[src/logic/pit_settings.svh]
`ifndef PIT_SETTINGS_SVH
`define PIT_SETTINGS_SVH

// Bus byte and counter widths
`define PIT_DATA_WIDTH 8
`define PIT_COUNT_WIDTH 16

// Read/load field of the control word
`define PIT_CW_RW_HI 5
`define PIT_CW_RW_LO 4

// Mode field of the control word
`define PIT_CW_MODE_HI 3
`define PIT_CW_MODE_LO 1

// Mode codes that select the rate generator
`define PIT_MODE2_CODE 3'd2
`define PIT_MODE2_ALT_CODE 3'd6

`endif

[src/logic/pit_pkg.sv]
`default_nettype none

`include "pit_settings.svh"

package pit_pkg;

    typedef logic [`PIT_DATA_WIDTH-1:0] bus_byte_t;
    typedef logic [`PIT_COUNT_WIDTH-1:0] count_t;

    // Encoding follows the read/load field of the control word
    typedef enum logic [1:0] {
        rw_latch   = 2'b00,
        rw_lsb     = 2'b01,
        rw_msb     = 2'b10,
        rw_lsb_msb = 2'b11
    } rw_sel_e;

    typedef enum logic {
        mode_terminal = 1'b0,
        mode_rate     = 1'b1
    } counter_mode_e;

    typedef enum logic [1:0] {
        st_idle,
        st_armed,
        st_counting
    } engine_state_e;

    typedef struct packed {
        rw_sel_e       rw_sel;
        counter_mode_e mode;
    } pit_ctrl_t;

    typedef struct packed {
        logic tick;
        logic gate;
    } pit_events_t;

endpackage

`default_nettype wire

[src/logic/pit_count_engine.sv]
`timescale 1ns/1ps
`default_nettype none

module pit_count_engine (
    input  logic                   clock,
    input  logic                   reset,
    input  pit_pkg::counter_mode_e mode,
    input  pit_pkg::count_t        preset,
    input  logic                   count_written,
    input  logic                   control_written,
    input  pit_pkg::pit_events_t   events,
    output pit_pkg::count_t        count,
    output logic                   counter_out
);

    pit_pkg::engine_state_e state;
    pit_pkg::count_t        count_dec;
    logic                   rate_mode;
    logic                   count_is_one;

    assign count_dec    = count - pit_pkg::count_t'(1);
    assign rate_mode    = (mode == pit_pkg::mode_rate);
    assign count_is_one = (count == pit_pkg::count_t'(1));

    always_ff @(posedge clock) begin
        if (reset) begin
            state       <= pit_pkg::st_idle;
            count       <= '0;
            counter_out <= 1'b0;
        end else if (control_written) begin
            // Mode 0 drops the output, mode 2 idles high
            state       <= pit_pkg::st_idle;
            counter_out <= rate_mode;
        end else if (count_written) begin
            state       <= pit_pkg::st_armed;
            counter_out <= rate_mode;
        end else begin
            case (state)
                pit_pkg::st_armed: begin
                    if (events.tick) begin
                        count <= preset;
                        state <= pit_pkg::st_counting;
                    end
                end
                pit_pkg::st_counting: begin
                    if (rate_mode) begin
                        if (!events.gate) begin
                            // Held count, output forced high
                            counter_out <= 1'b1;
                        end else if (events.tick) begin
                            if (count_is_one) begin
                                count       <= preset;
                                counter_out <= 1'b1;
                            end else begin
                                count       <= count_dec;
                                counter_out <= (count_dec != pit_pkg::count_t'(1));
                            end
                        end
                    end else if (events.tick && events.gate) begin
                        count <= count_dec;
                        // Sticky high once terminal count is reached
                        if (count_dec == '0) begin
                            counter_out <= 1'b1;
                        end
                    end
                end
                default: begin
                end
            endcase
        end
    end

endmodule

`default_nettype wire

[src/logic/pit_counter_top.sv]
`timescale 1ns/1ps
`default_nettype none

module pit_counter_top (
    input  logic               clock,
    input  logic               reset,
    input  pit_pkg::bus_byte_t data_in,
    input  logic               write_control,
    input  logic               write_counter,
    input  logic               read_counter,
    input  logic               counter_clock,
    input  logic               counter_gate,
    output pit_pkg::bus_byte_t read_data,
    output logic               counter_out
);

    pit_pkg::pit_ctrl_t   ctrl;
    pit_pkg::count_t      preset;
    pit_pkg::count_t      count;
    pit_pkg::pit_events_t events;
    logic                 count_written;
    logic                 latch_cmd;
    logic                 control_written;

    pit_program_regs u_program_regs (
        .clock           (clock),
        .reset           (reset),
        .data_in         (data_in),
        .write_control   (write_control),
        .write_counter   (write_counter),
        .ctrl            (ctrl),
        .preset          (preset),
        .count_written   (count_written),
        .latch_cmd       (latch_cmd),
        .control_written (control_written)
    );

    pit_event_detect u_event_detect (
        .clock         (clock),
        .reset         (reset),
        .counter_clock (counter_clock),
        .counter_gate  (counter_gate),
        .events        (events)
    );

    pit_count_engine u_count_engine (
        .clock           (clock),
        .reset           (reset),
        .mode            (ctrl.mode),
        .preset          (preset),
        .count_written   (count_written),
        .control_written (control_written),
        .events          (events),
        .count           (count),
        .counter_out     (counter_out)
    );

    pit_readback u_readback (
        .clock           (clock),
        .reset           (reset),
        .rw_sel          (ctrl.rw_sel),
        .count           (count),
        .latch_cmd       (latch_cmd),
        .control_written (control_written),
        .read_counter    (read_counter),
        .read_data       (read_data)
    );

endmodule

`default_nettype wire

[src/logic/pit_event_detect.sv]
`timescale 1ns/1ps
`default_nettype none

module pit_event_detect (
    input  logic                 clock,
    input  logic                 reset,
    input  logic                 counter_clock,
    input  logic                 counter_gate,
    output pit_pkg::pit_events_t events
);

    logic prev_counter_clock;
    logic falling_edge;

    assign falling_edge = prev_counter_clock && !counter_clock;

    always_ff @(posedge clock) begin
        if (reset) begin
            prev_counter_clock <= 1'b0;
        end else begin
            prev_counter_clock <= counter_clock;
        end
    end

    // Tick and gate sampled on the same edge
    always_ff @(posedge clock) begin
        if (reset) begin
            events.tick <= 1'b0;
            events.gate <= 1'b0;
        end else begin
            events.tick <= falling_edge;
            events.gate <= counter_gate;
        end
    end

endmodule

`default_nettype wire

[src/logic/pit_program_regs.sv]
`timescale 1ns/1ps
`default_nettype none

`include "pit_settings.svh"

module pit_program_regs (
    input  logic               clock,
    input  logic               reset,
    input  pit_pkg::bus_byte_t data_in,
    input  logic               write_control,
    input  logic               write_counter,
    output pit_pkg::pit_ctrl_t ctrl,
    output pit_pkg::count_t    preset,
    output logic               count_written,
    output logic               latch_cmd,
    output logic               control_written
);

    pit_pkg::rw_sel_e                          cw_rw_sel;
    logic [`PIT_CW_MODE_HI-`PIT_CW_MODE_LO:0]  cw_mode_code;
    pit_pkg::counter_mode_e                    cw_mode;
    logic                                      is_latch_word;
    logic                                      program_word;
    logic                                      msb_step;

    assign cw_rw_sel    = pit_pkg::rw_sel_e'(data_in[`PIT_CW_RW_HI:`PIT_CW_RW_LO]);
    assign cw_mode_code = data_in[`PIT_CW_MODE_HI:`PIT_CW_MODE_LO];
    assign is_latch_word = (cw_rw_sel == pit_pkg::rw_latch);
    assign program_word  = write_control && !is_latch_word;

    // Only modes 2 and 6 run as rate generator
    always_comb begin
        if ((cw_mode_code == `PIT_MODE2_CODE) || (cw_mode_code == `PIT_MODE2_ALT_CODE)) begin
            cw_mode = pit_pkg::mode_rate;
        end else begin
            cw_mode = pit_pkg::mode_terminal;
        end
    end

    // Control register and command pulses
    always_ff @(posedge clock) begin
        if (reset) begin
            ctrl.rw_sel     <= pit_pkg::rw_msb;
            ctrl.mode       <= pit_pkg::mode_terminal;
            latch_cmd       <= 1'b0;
            control_written <= 1'b0;
        end else begin
            latch_cmd       <= write_control && is_latch_word;
            control_written <= program_word;
            if (program_word) begin
                ctrl.rw_sel <= cw_rw_sel;
                ctrl.mode   <= cw_mode;
            end
        end
    end

    // Preset bytes, low byte first in two-byte mode
    always_ff @(posedge clock) begin
        if (reset) begin
            preset        <= '0;
            msb_step      <= 1'b0;
            count_written <= 1'b0;
        end else begin
            count_written <= 1'b0;
            if (program_word) begin
                msb_step <= 1'b0;
            end else if (write_counter) begin
                case (ctrl.rw_sel)
                    pit_pkg::rw_lsb: begin
                        preset        <= pit_pkg::count_t'(data_in);
                        count_written <= 1'b1;
                    end
                    pit_pkg::rw_msb: begin
                        preset        <= {data_in, {`PIT_DATA_WIDTH{1'b0}}};
                        count_written <= 1'b1;
                    end
                    pit_pkg::rw_lsb_msb: begin
                        if (!msb_step) begin
                            preset[`PIT_DATA_WIDTH-1:0] <= data_in;
                            msb_step                    <= 1'b1;
                        end else begin
                            preset[`PIT_COUNT_WIDTH-1:`PIT_DATA_WIDTH] <= data_in;
                            msb_step                                    <= 1'b0;
                            count_written                               <= 1'b1;
                        end
                    end
                    default: begin
                    end
                endcase
            end
        end
    end

endmodule

`default_nettype wire

[src/logic/pit_readback.sv]
`timescale 1ns/1ps
`default_nettype none

`include "pit_settings.svh"

module pit_readback (
    input  logic               clock,
    input  logic               reset,
    input  pit_pkg::rw_sel_e   rw_sel,
    input  pit_pkg::count_t    count,
    input  logic               latch_cmd,
    input  logic               control_written,
    input  logic               read_counter,
    output pit_pkg::bus_byte_t read_data
);

    pit_pkg::count_t latched;
    logic            frozen;
    logic            read_step;
    logic            last_read;

    // Last byte of the selected read sequence
    assign last_read = (rw_sel != pit_pkg::rw_lsb_msb) || read_step;

    always_comb begin
        case (rw_sel)
            pit_pkg::rw_msb:     read_data = latched[`PIT_COUNT_WIDTH-1:`PIT_DATA_WIDTH];
            pit_pkg::rw_lsb_msb: read_data = read_step ?
                                             latched[`PIT_COUNT_WIDTH-1:`PIT_DATA_WIDTH] :
                                             latched[`PIT_DATA_WIDTH-1:0];
            default:             read_data = latched[`PIT_DATA_WIDTH-1:0];
        endcase
    end

    always_ff @(posedge clock) begin
        if (reset) begin
            latched   <= '0;
            frozen    <= 1'b0;
            read_step <= 1'b0;
        end else begin
            if (!frozen) begin
                latched <= count;
            end
            if (latch_cmd) begin
                frozen <= 1'b1;
            end else if (read_counter && last_read) begin
                frozen <= 1'b0;
            end
            if (control_written) begin
                read_step <= 1'b0;
            end else if (read_counter && (rw_sel == pit_pkg::rw_lsb_msb)) begin
                read_step <= !read_step;
            end
        end
    end

endmodule

`default_nettype wire

[config.mk]
export PLATFORM = sky130hd
export DESIGN_NAME = pit_counter_top
export DESIGN_NICKNAME = d
export VERILOG_FILES = /design/src/logic/pit_pkg.sv /design/src/logic/pit_count_engine.sv /design/src/logic/pit_counter_top.sv /design/src/logic/pit_event_detect.sv /design/src/logic/pit_program_regs.sv /design/src/logic/pit_readback.sv
export VERILOG_INCLUDE_DIRS = /design/src /design/src/logic
export SDC_FILE = /design/constraint.sdc
export NUM_CORES = 1
export LEC_CHECK = 0
export BUFFER_PORTS_ARGS = -buffer_cell sky130_fd_sc_hd__buf_2
export CORE_UTILIZATION = 30
export CTS_CLUSTER_SIZE = 10
export DETAILED_ROUTE_END_ITERATION = 12
export GPL_TIMING_DRIVEN = 0
export PLACE_DENSITY = 0.45
export SLEW_MARGIN = 20
export SYNTH_ARGS = -nofsm -noshare
export SYNTH_HDL_FRONTEND = slang
export SYNTH_SLANG_ARGS = --single-unit
[constraint.sdc]
create_clock -name clock -period 6.6 [get_ports clock]
set_input_delay 0.99 -clock clock [delete_from_list [all_inputs] [get_ports clock]]
set_output_delay 0.99 -clock clock [all_outputs]
set_load 0.01 [all_outputs]
==> summary.md, run 1 <==
| Metric | Value |
|---|---|
| Initial core utilization | a little under a third |
| Detailed-route via count | about 2,900 |
| Clock sink count | between 60 and 70 |
| Peak supply drop | a little under 90 µV |
| Leak | about 1.3 nW |
| Count of final hold-check violations | 0 |
| Vias in the first global route | ~2,700 |
| Rel. slew slack | roughly a third |
| TritonCTS buffer count | 9 |
| Post-CTS Setup Inserts | 0 |
| Final period util | between 50% and 60% |
| EDFF count, synth | 0 |
| Final slew viol count | 0 |
| Worst path required time | 5.61 ns |
| Final setup fails | 0 |
| CTS Buffer Depth | 2 |
| Max Cap Viol | 0 |
| DRC | 0 |
| Fmax | about 0.3 GHz |
| First-pass GRT wire length | 14.7 mm |
| Mapped Nets | ~400 |
| Final setup TNS | 0 ns |
| Die footprint | between 0.01 and 0.015 mm² |
| Fin Clk Skew | between 0.008 and 0.009 ns |
| Crit path DAT | between 2 and 2.5 ns |
| Min Clock Period, post-route | 3.38 ns |
| Gr ovfl total | 0 |
| Clock latency on the worst-skew pair | 0.35 ns |
| Root Buffer | clkbuf_8 |
| Wirelength per Cell | between 15 and 20 µm |
| Die W | roughly 100 µm |
| Most common cell after layout, fill and taps aside | dfxtp_1 |
| Final wirelength | about 9.2 mm |
| Hpwl dp | between 6 and 7 mm |
| Status | finished clean |
| Crit. End Element | output port |
| Area of the mapped netlist | about 0.0031 mm² |
| Synth cell types | 48 |
| Placer Congestion | slightly below 0.9 |
| Top-level port count | 24 |
| Leading cell types in the layout, fill and taps excluded | dfxtp_1 (63), a21oi_1 (37), nand2_1 (33) |
| Rows | 36 |
| Slew @ Worst Pin | a little over 1 ns |
| RSZ-0062 raised after global routing | false |
| Vias per cell | about 5.3 |
| Setup crit start kind | flop |
| Worst-path maximum fanout | 9 |
| Layout cells sized above 1 | 10.9% |
| CTS tree | built |
| Post-cts sizing count | 0 |
| DR pass1 iterations | 5 |
| Overall power | between 0.8 and 0.9 mW |
| Final net count | approximately 430 |
| Setup CP Type | flop to output port |
| Initial antenna violation count | 0 |
| Die Y | approximately 100 µm |
| DRT antenna net count | 0 |
| Reg clk slew, reported paths | around 0.070 ns |
| Final core utilization | ~36% |
| Layout area overhead | 15.7% |
| Synth warn | 0 |
| Pin count of the biggest net entering global routing | 11 |
| Avg Cell Area, Syn | approximately 8.4 µm² |
| Synthesis-stage register bit count | 63 |
| IO Port Bufs | 22 |
| GRT Total Usage | between 10% and 20% |
| Async SR Flop Fraction | 0% |
| Iter 0 DRT Violations | approximately 180 |
| Main synth FF type | dfxtp_1 |
| Antenna Cells | 0 |
| Hold Buf Count CTS | 0 |
| H-tree depth | 3 |
| Hold Crit Class | flop to flop |
| Register area share after synthesis | 40.2% |
| Cell area power density | 227 mW/mm² |
| Core ar. | approximately 0.010 mm² |
| Mapped Cells | 374 |
[worst max-delay path: stages, from the launching register on]
cell      delay (ns)
dfxtp_1         0.38
ha_1            0.16
clkbuf_1        0.29
or2_2           0.17
clkbuf_1        0.29
nand2_1         0.34
a22o_1          0.28
buf_2           0.14
[area by class of cell]
class                   instances  area (µm²)
clock buffers                  13         179
repair buffers                 22         110
well taps                     133         166
inverters                      19        71.3
multi-input cells             270        1710
flip-flops and latches         63        1260
fillers                      1054        6330
clock inverters                 2        37.5
plain buffers                  22        93.8
[where the power goes]
part	internal, mW	switching [mW]	leakage [nW]	total, mW
Combinational	0.0207	0.0413	0.728	0.0620
Sequential	0.389	0.00743	0.510	0.396
Clock	0.214	0.153	0.108	0.367
[final timing paths]
kind,from,endpoint,slack (ns),depth (start not counted)
setup / recovery,u_program_regs.ctrl[2],read_data[5],3.22,7
hold / removal,u_program_regs.latch_cmd,u_readback.frozen,0.45,2
setup reg to reg,u_count_engine.count[0],u_count_engine.count[11],3.82,7
hold reg to reg,u_program_regs.latch_cmd,u_readback.frozen,0.45,2
[synthesized netlist by cell type, types with 2 or more instances]
library cell,n,area [µm²]
a2111oi_0,2,17.5
a21o_1,2,15.0
a21oi_1,37,185
a221o_1,4,40.0
a221oi_1,2,17.5
a22o_1,8,70.1
a31oi_1,4,25.0
and2_1,2,12.5
and3_1,2,12.5
buf_2,3,15.0
clkbuf_1,17,63.8
dfxtp_1,63,1260
ha_1,6,75.1
inv_1,19,71.3
mux2i_1,28,280
nand2_1,33,124
nand2b_1,10,62.6
nand3_1,20,100
nand3b_1,4,30.0
nand4_1,4,25.0
nor2_1,31,116
nor2b_1,8,50.1
nor3_1,8,40.0
nor4_1,6,37.5
o211a_1,2,20.0
o211ai_1,2,15.0
o21ai_0,7,35.0
o32ai_1,10,87.6
or2_2,3,18.8
or3_1,6,37.5
or4_1,3,22.5
xnor2_1,2,17.5
[registers in the layout, summed over array words and instances (netlist names)]
name	count
u_program_regs.latch_cmd	1
u_count_engine.count	16
u_program_regs.msb_step	1
u_event_detect.events	2
u_readback.frozen	1
u_program_regs.preset	16
u_count_engine.counter_out	1
u_program_regs.count_written	1
u_readback.read_step	1
u_event_detect.prev_counter_clock	1
u_program_regs.ctrl	3
u_readback.latched	16
u_count_engine.state	2
u_program_regs.control_written	1
[logic make-up after synthesis]
kind of cell	synth area share (%)
flops	40.2
mux	8.94
simple gates	23.5
compound gates	18.8
xor+xnor	0.838
buf+inv	5.27
fa+ha+maj	2.39
[metrics by stage]
stage / worst slack (ns) / hold slack (ns) / std cells / instance area, µm²
after floorplan: 4.07 / 0.413 / 374 / 3140
after global placement: 3.59 / 0.427 / 529 / 3410
after detailed placement: 3.56 / 0.436 / 529 / 3410
after CTS: 3.19 / 0.453 / 544 / 3630
after global routing: 3.03 / 0.471 / 544 / 3630
final: 3.22 / 0.453 / 544 / 3630
[metal layers]
metal  track usage [%]  up-vias  routed length, µm
met5                 0        -                  0
met4              6.63        0                162
met3              3.07       13                377
met2              28.0       73               4140
met1              23.7     1358               4490
li1                  -     1415                  -
No activity file was read; power rests on OpenSTA's default activity.
==> run 2: changes to the inputs <==
- PLACE_DENSITY: 0.45 -> 0.46
- clock period: 6.6 -> 3.1 ns (I/O delays scaled with it)
==> summary.md, run 2 (synthesis results as in run 1) <==
| Metric | Value |
|---|---|
| RSZ-0062 raised after global routing | false (unchanged) |
| Crit path DAT | 2.40 ns (was 2.39 ns) |
| FILL cells | 1,044 (was 1,054) |
| Initial core utilization | 31.5% (unchanged) |
| Leak | 1.34 nW (was 1.35 nW) |
| DR pass1 iterations | 5 (unchanged) |
| FF-to-FF Start | u_count_engine.count[0] (unchanged) |
| Wirelength per Cell | 17.0 µm (was 16.9 µm) |
| Worst-path maximum fanout | 9 (unchanged) |
| First-pass GRT wire length | 14.9 mm (was 14.7 mm) |
| CP delay by family, top | buffers and inverters (unchanged) |
| Detailed-route via count | 2,846 (was 2,859) |
| Worst hold margin | 0.296 ns (was 0.453 ns) |
| Hold Crit Class | input port to flop (was flop to flop) |
| IO Port Bufs | 22 (unchanged) |
| Worst path most repeated cell | clkbuf_1 (unchanged) |
| Max Cap Viol | 0 (unchanged) |
| Peak supply drop | 173 µV (was 86.7 µV) |
| H-tree depth | 3 (unchanged) |
| Core ar. | 0.00995 mm² (unchanged) |
| GRT Total Usage | 17.9% (was 17.6%) |
| Clock sink count | 63 (unchanged) |
| Overall power | 1.75 mW (was 0.825 mW) |
| Vias per cell | 5.22 (was 5.26) |
| Gr ovfl total | 0 (unchanged) |
| Hpwl dp | 6.77 mm (was 6.82 mm) |
| Antenna Cells | 0 (unchanged) |
| CTS tree | built (unchanged) |
| Post-cts sizing count | 0 (unchanged) |
| Post-CTS Setup Inserts | 0 (unchanged) |
| CP max-delay cell | dfxtp_1 (unchanged) |
| Worst path required time | 2.63 ns (was 5.61 ns) |
| R2R depth | 7 (unchanged) |
| Most common cell after layout, fill and taps aside | dfxtp_1 (unchanged) |
| Status | finished clean (unchanged) |
| Slew @ Worst Pin | 0.952 ns (was 1.01 ns) |
| Layout cells sized above 1 | 10.2% (was 10.9%) |
| Min Clock Period, post-route | roughly 2.9 ns |
| Leading cell types in the layout, fill and taps excluded | dfxtp_1 (63), a21oi_1 (37), nand2_1 (33) (unchanged) |
| Final setup fails | 0 (unchanged) |
| Rows | 36 (unchanged) |
| CP max stage delay | 0.39 ns (was 0.38 ns) |
| Top-level port count | 24 (unchanged) |
| Initial antenna violation count | 0 (unchanged) |
| Final wirelength | 9.26 mm (was 9.17 mm) |
| Pin count of the biggest net entering global routing | 11 (unchanged) |
| Critical hold path startpoint | counter_clock (was u_program_regs.latch_cmd) |
| CP bufs+invs | 3 (unchanged) |
| DRC | 0 (unchanged) |
| Worst path cell trace | ha_1, clkbuf_1, or2_2, clkbuf_1, nand2_1, a22o_1, buf_2 (unchanged) |
| Placer Congestion | 0.861 (was 0.867) |
| Die Y | 104 µm (unchanged) |
| CTS Buffer Depth | 2 (unchanged) |
| Fin Clk Skew | 0.00651 ns (was 0.00807 ns) |
| Setup crit start kind | flop (unchanged) |
| Clock latency on the worst-skew pair | 0.34 ns (was 0.35 ns) |
| Final slew viol count | 0 (unchanged) |
| Final net count | 428 (unchanged) |
| Crit. End Element | output port (unchanged) |
| TritonCTS buffer count | 9 (unchanged) |
| Die footprint | 0.0109 mm² (unchanged) |
| Top flop regs | u_count_engine.count: 16 flops, u_program_regs.preset: 16 flops, u_readback.latched: 16 flops (unchanged) |
| Hold Buf Count CTS | 0 (unchanged) |
| Setup CP Type | flop to output port (unchanged) |
| Iter 0 DRT Violations | 177 (was 183) |
| Crit path from | u_program_regs.ctrl[2] (unchanged) |
| Rel. slew slack | 35.9% (was 32.0%) |
| Final setup TNS | 0 ns (unchanged) |
| Final period util | slightly above 90% |
| Cell area power density | 484 mW/mm² (was 227 mW/mm²) |
| Reg clk slew, reported paths | 0.07 ns (about the same) |
| Vias in the first global route | 2,671 (was 2,684) |
| Fmax | about 0.35 GHz |
| Levels on crit path | 7 (unchanged) |
| Hold depth | 2 (unchanged) |
| DRT antenna net count | 0 (unchanged) |
| Layout area overhead | 15.4% (was 15.7%) |
| Count of final hold-check violations | 0 (unchanged) |
| Root Buffer | clkbuf_8 (unchanged) |
| Die W | 104 µm (unchanged) |
-- run 2: cell count changes in the layout (fill, tap and decap cells not counted), sizes merged --
cell    before  now
bufinv       1    2
-- run 2: through the flow --
step           cell area (µm²)  std cells  util, %  setup slack, ns
2_1_floorplan             3140        374        -            0.743
3_3_place_gp              3410        529     34.3            0.358
3_5_place_dp              3410        529     34.3            0.345
4_1_cts                   3620        545     36.3            0.204
5_1_grt                   3620        545     36.3           0.0546
6_report                  3620        545     36.3            0.235
-- run 2: worst paths after layout --
path	slack, ns	end
worst min-delay path	0.30	u_event_detect.events[1]
worst max-delay path	0.24	read_data[6]
worst max register to register	0.28	u_count_engine.count[11]
worst min register to register	0.44	u_readback.frozen
-- run 2: power by group --
part           switching, mW  leakage [nW]  internal [mW]
registers             0.0160         0.510          0.828
logic                 0.0903         0.728         0.0440
clock network          0.318        0.0978          0.455
-- run 2: layer usage --
layer / part of all wire (%) / vias to the layer above / track usage (%)
li1: - / 1423 / -
met1: 47 / 1350 / 23.9
met2: 47 / 65 / 28.9
met3: 4.8 / 8 / 4.07
met4: 1.0 / 0 / 4.80
met5: 0 / - / 0
-- run 2: cell type report --
cell class / instances / area (µm²) / area share [%]
clock buffer: 13 / 139 / 3.84
buffer: 22 / 93.8 / 2.59
inverter: 19 / 71.3 / 1.97
clock inverter: 3 / 67.6 / 1.87
tap: 133 / 166 / 4.60
sequential: 63 / 1260 / 34.9
multi-input combinational: 270 / 1710 / 47.2
timing repair buffer: 22 / 110 / 3.04
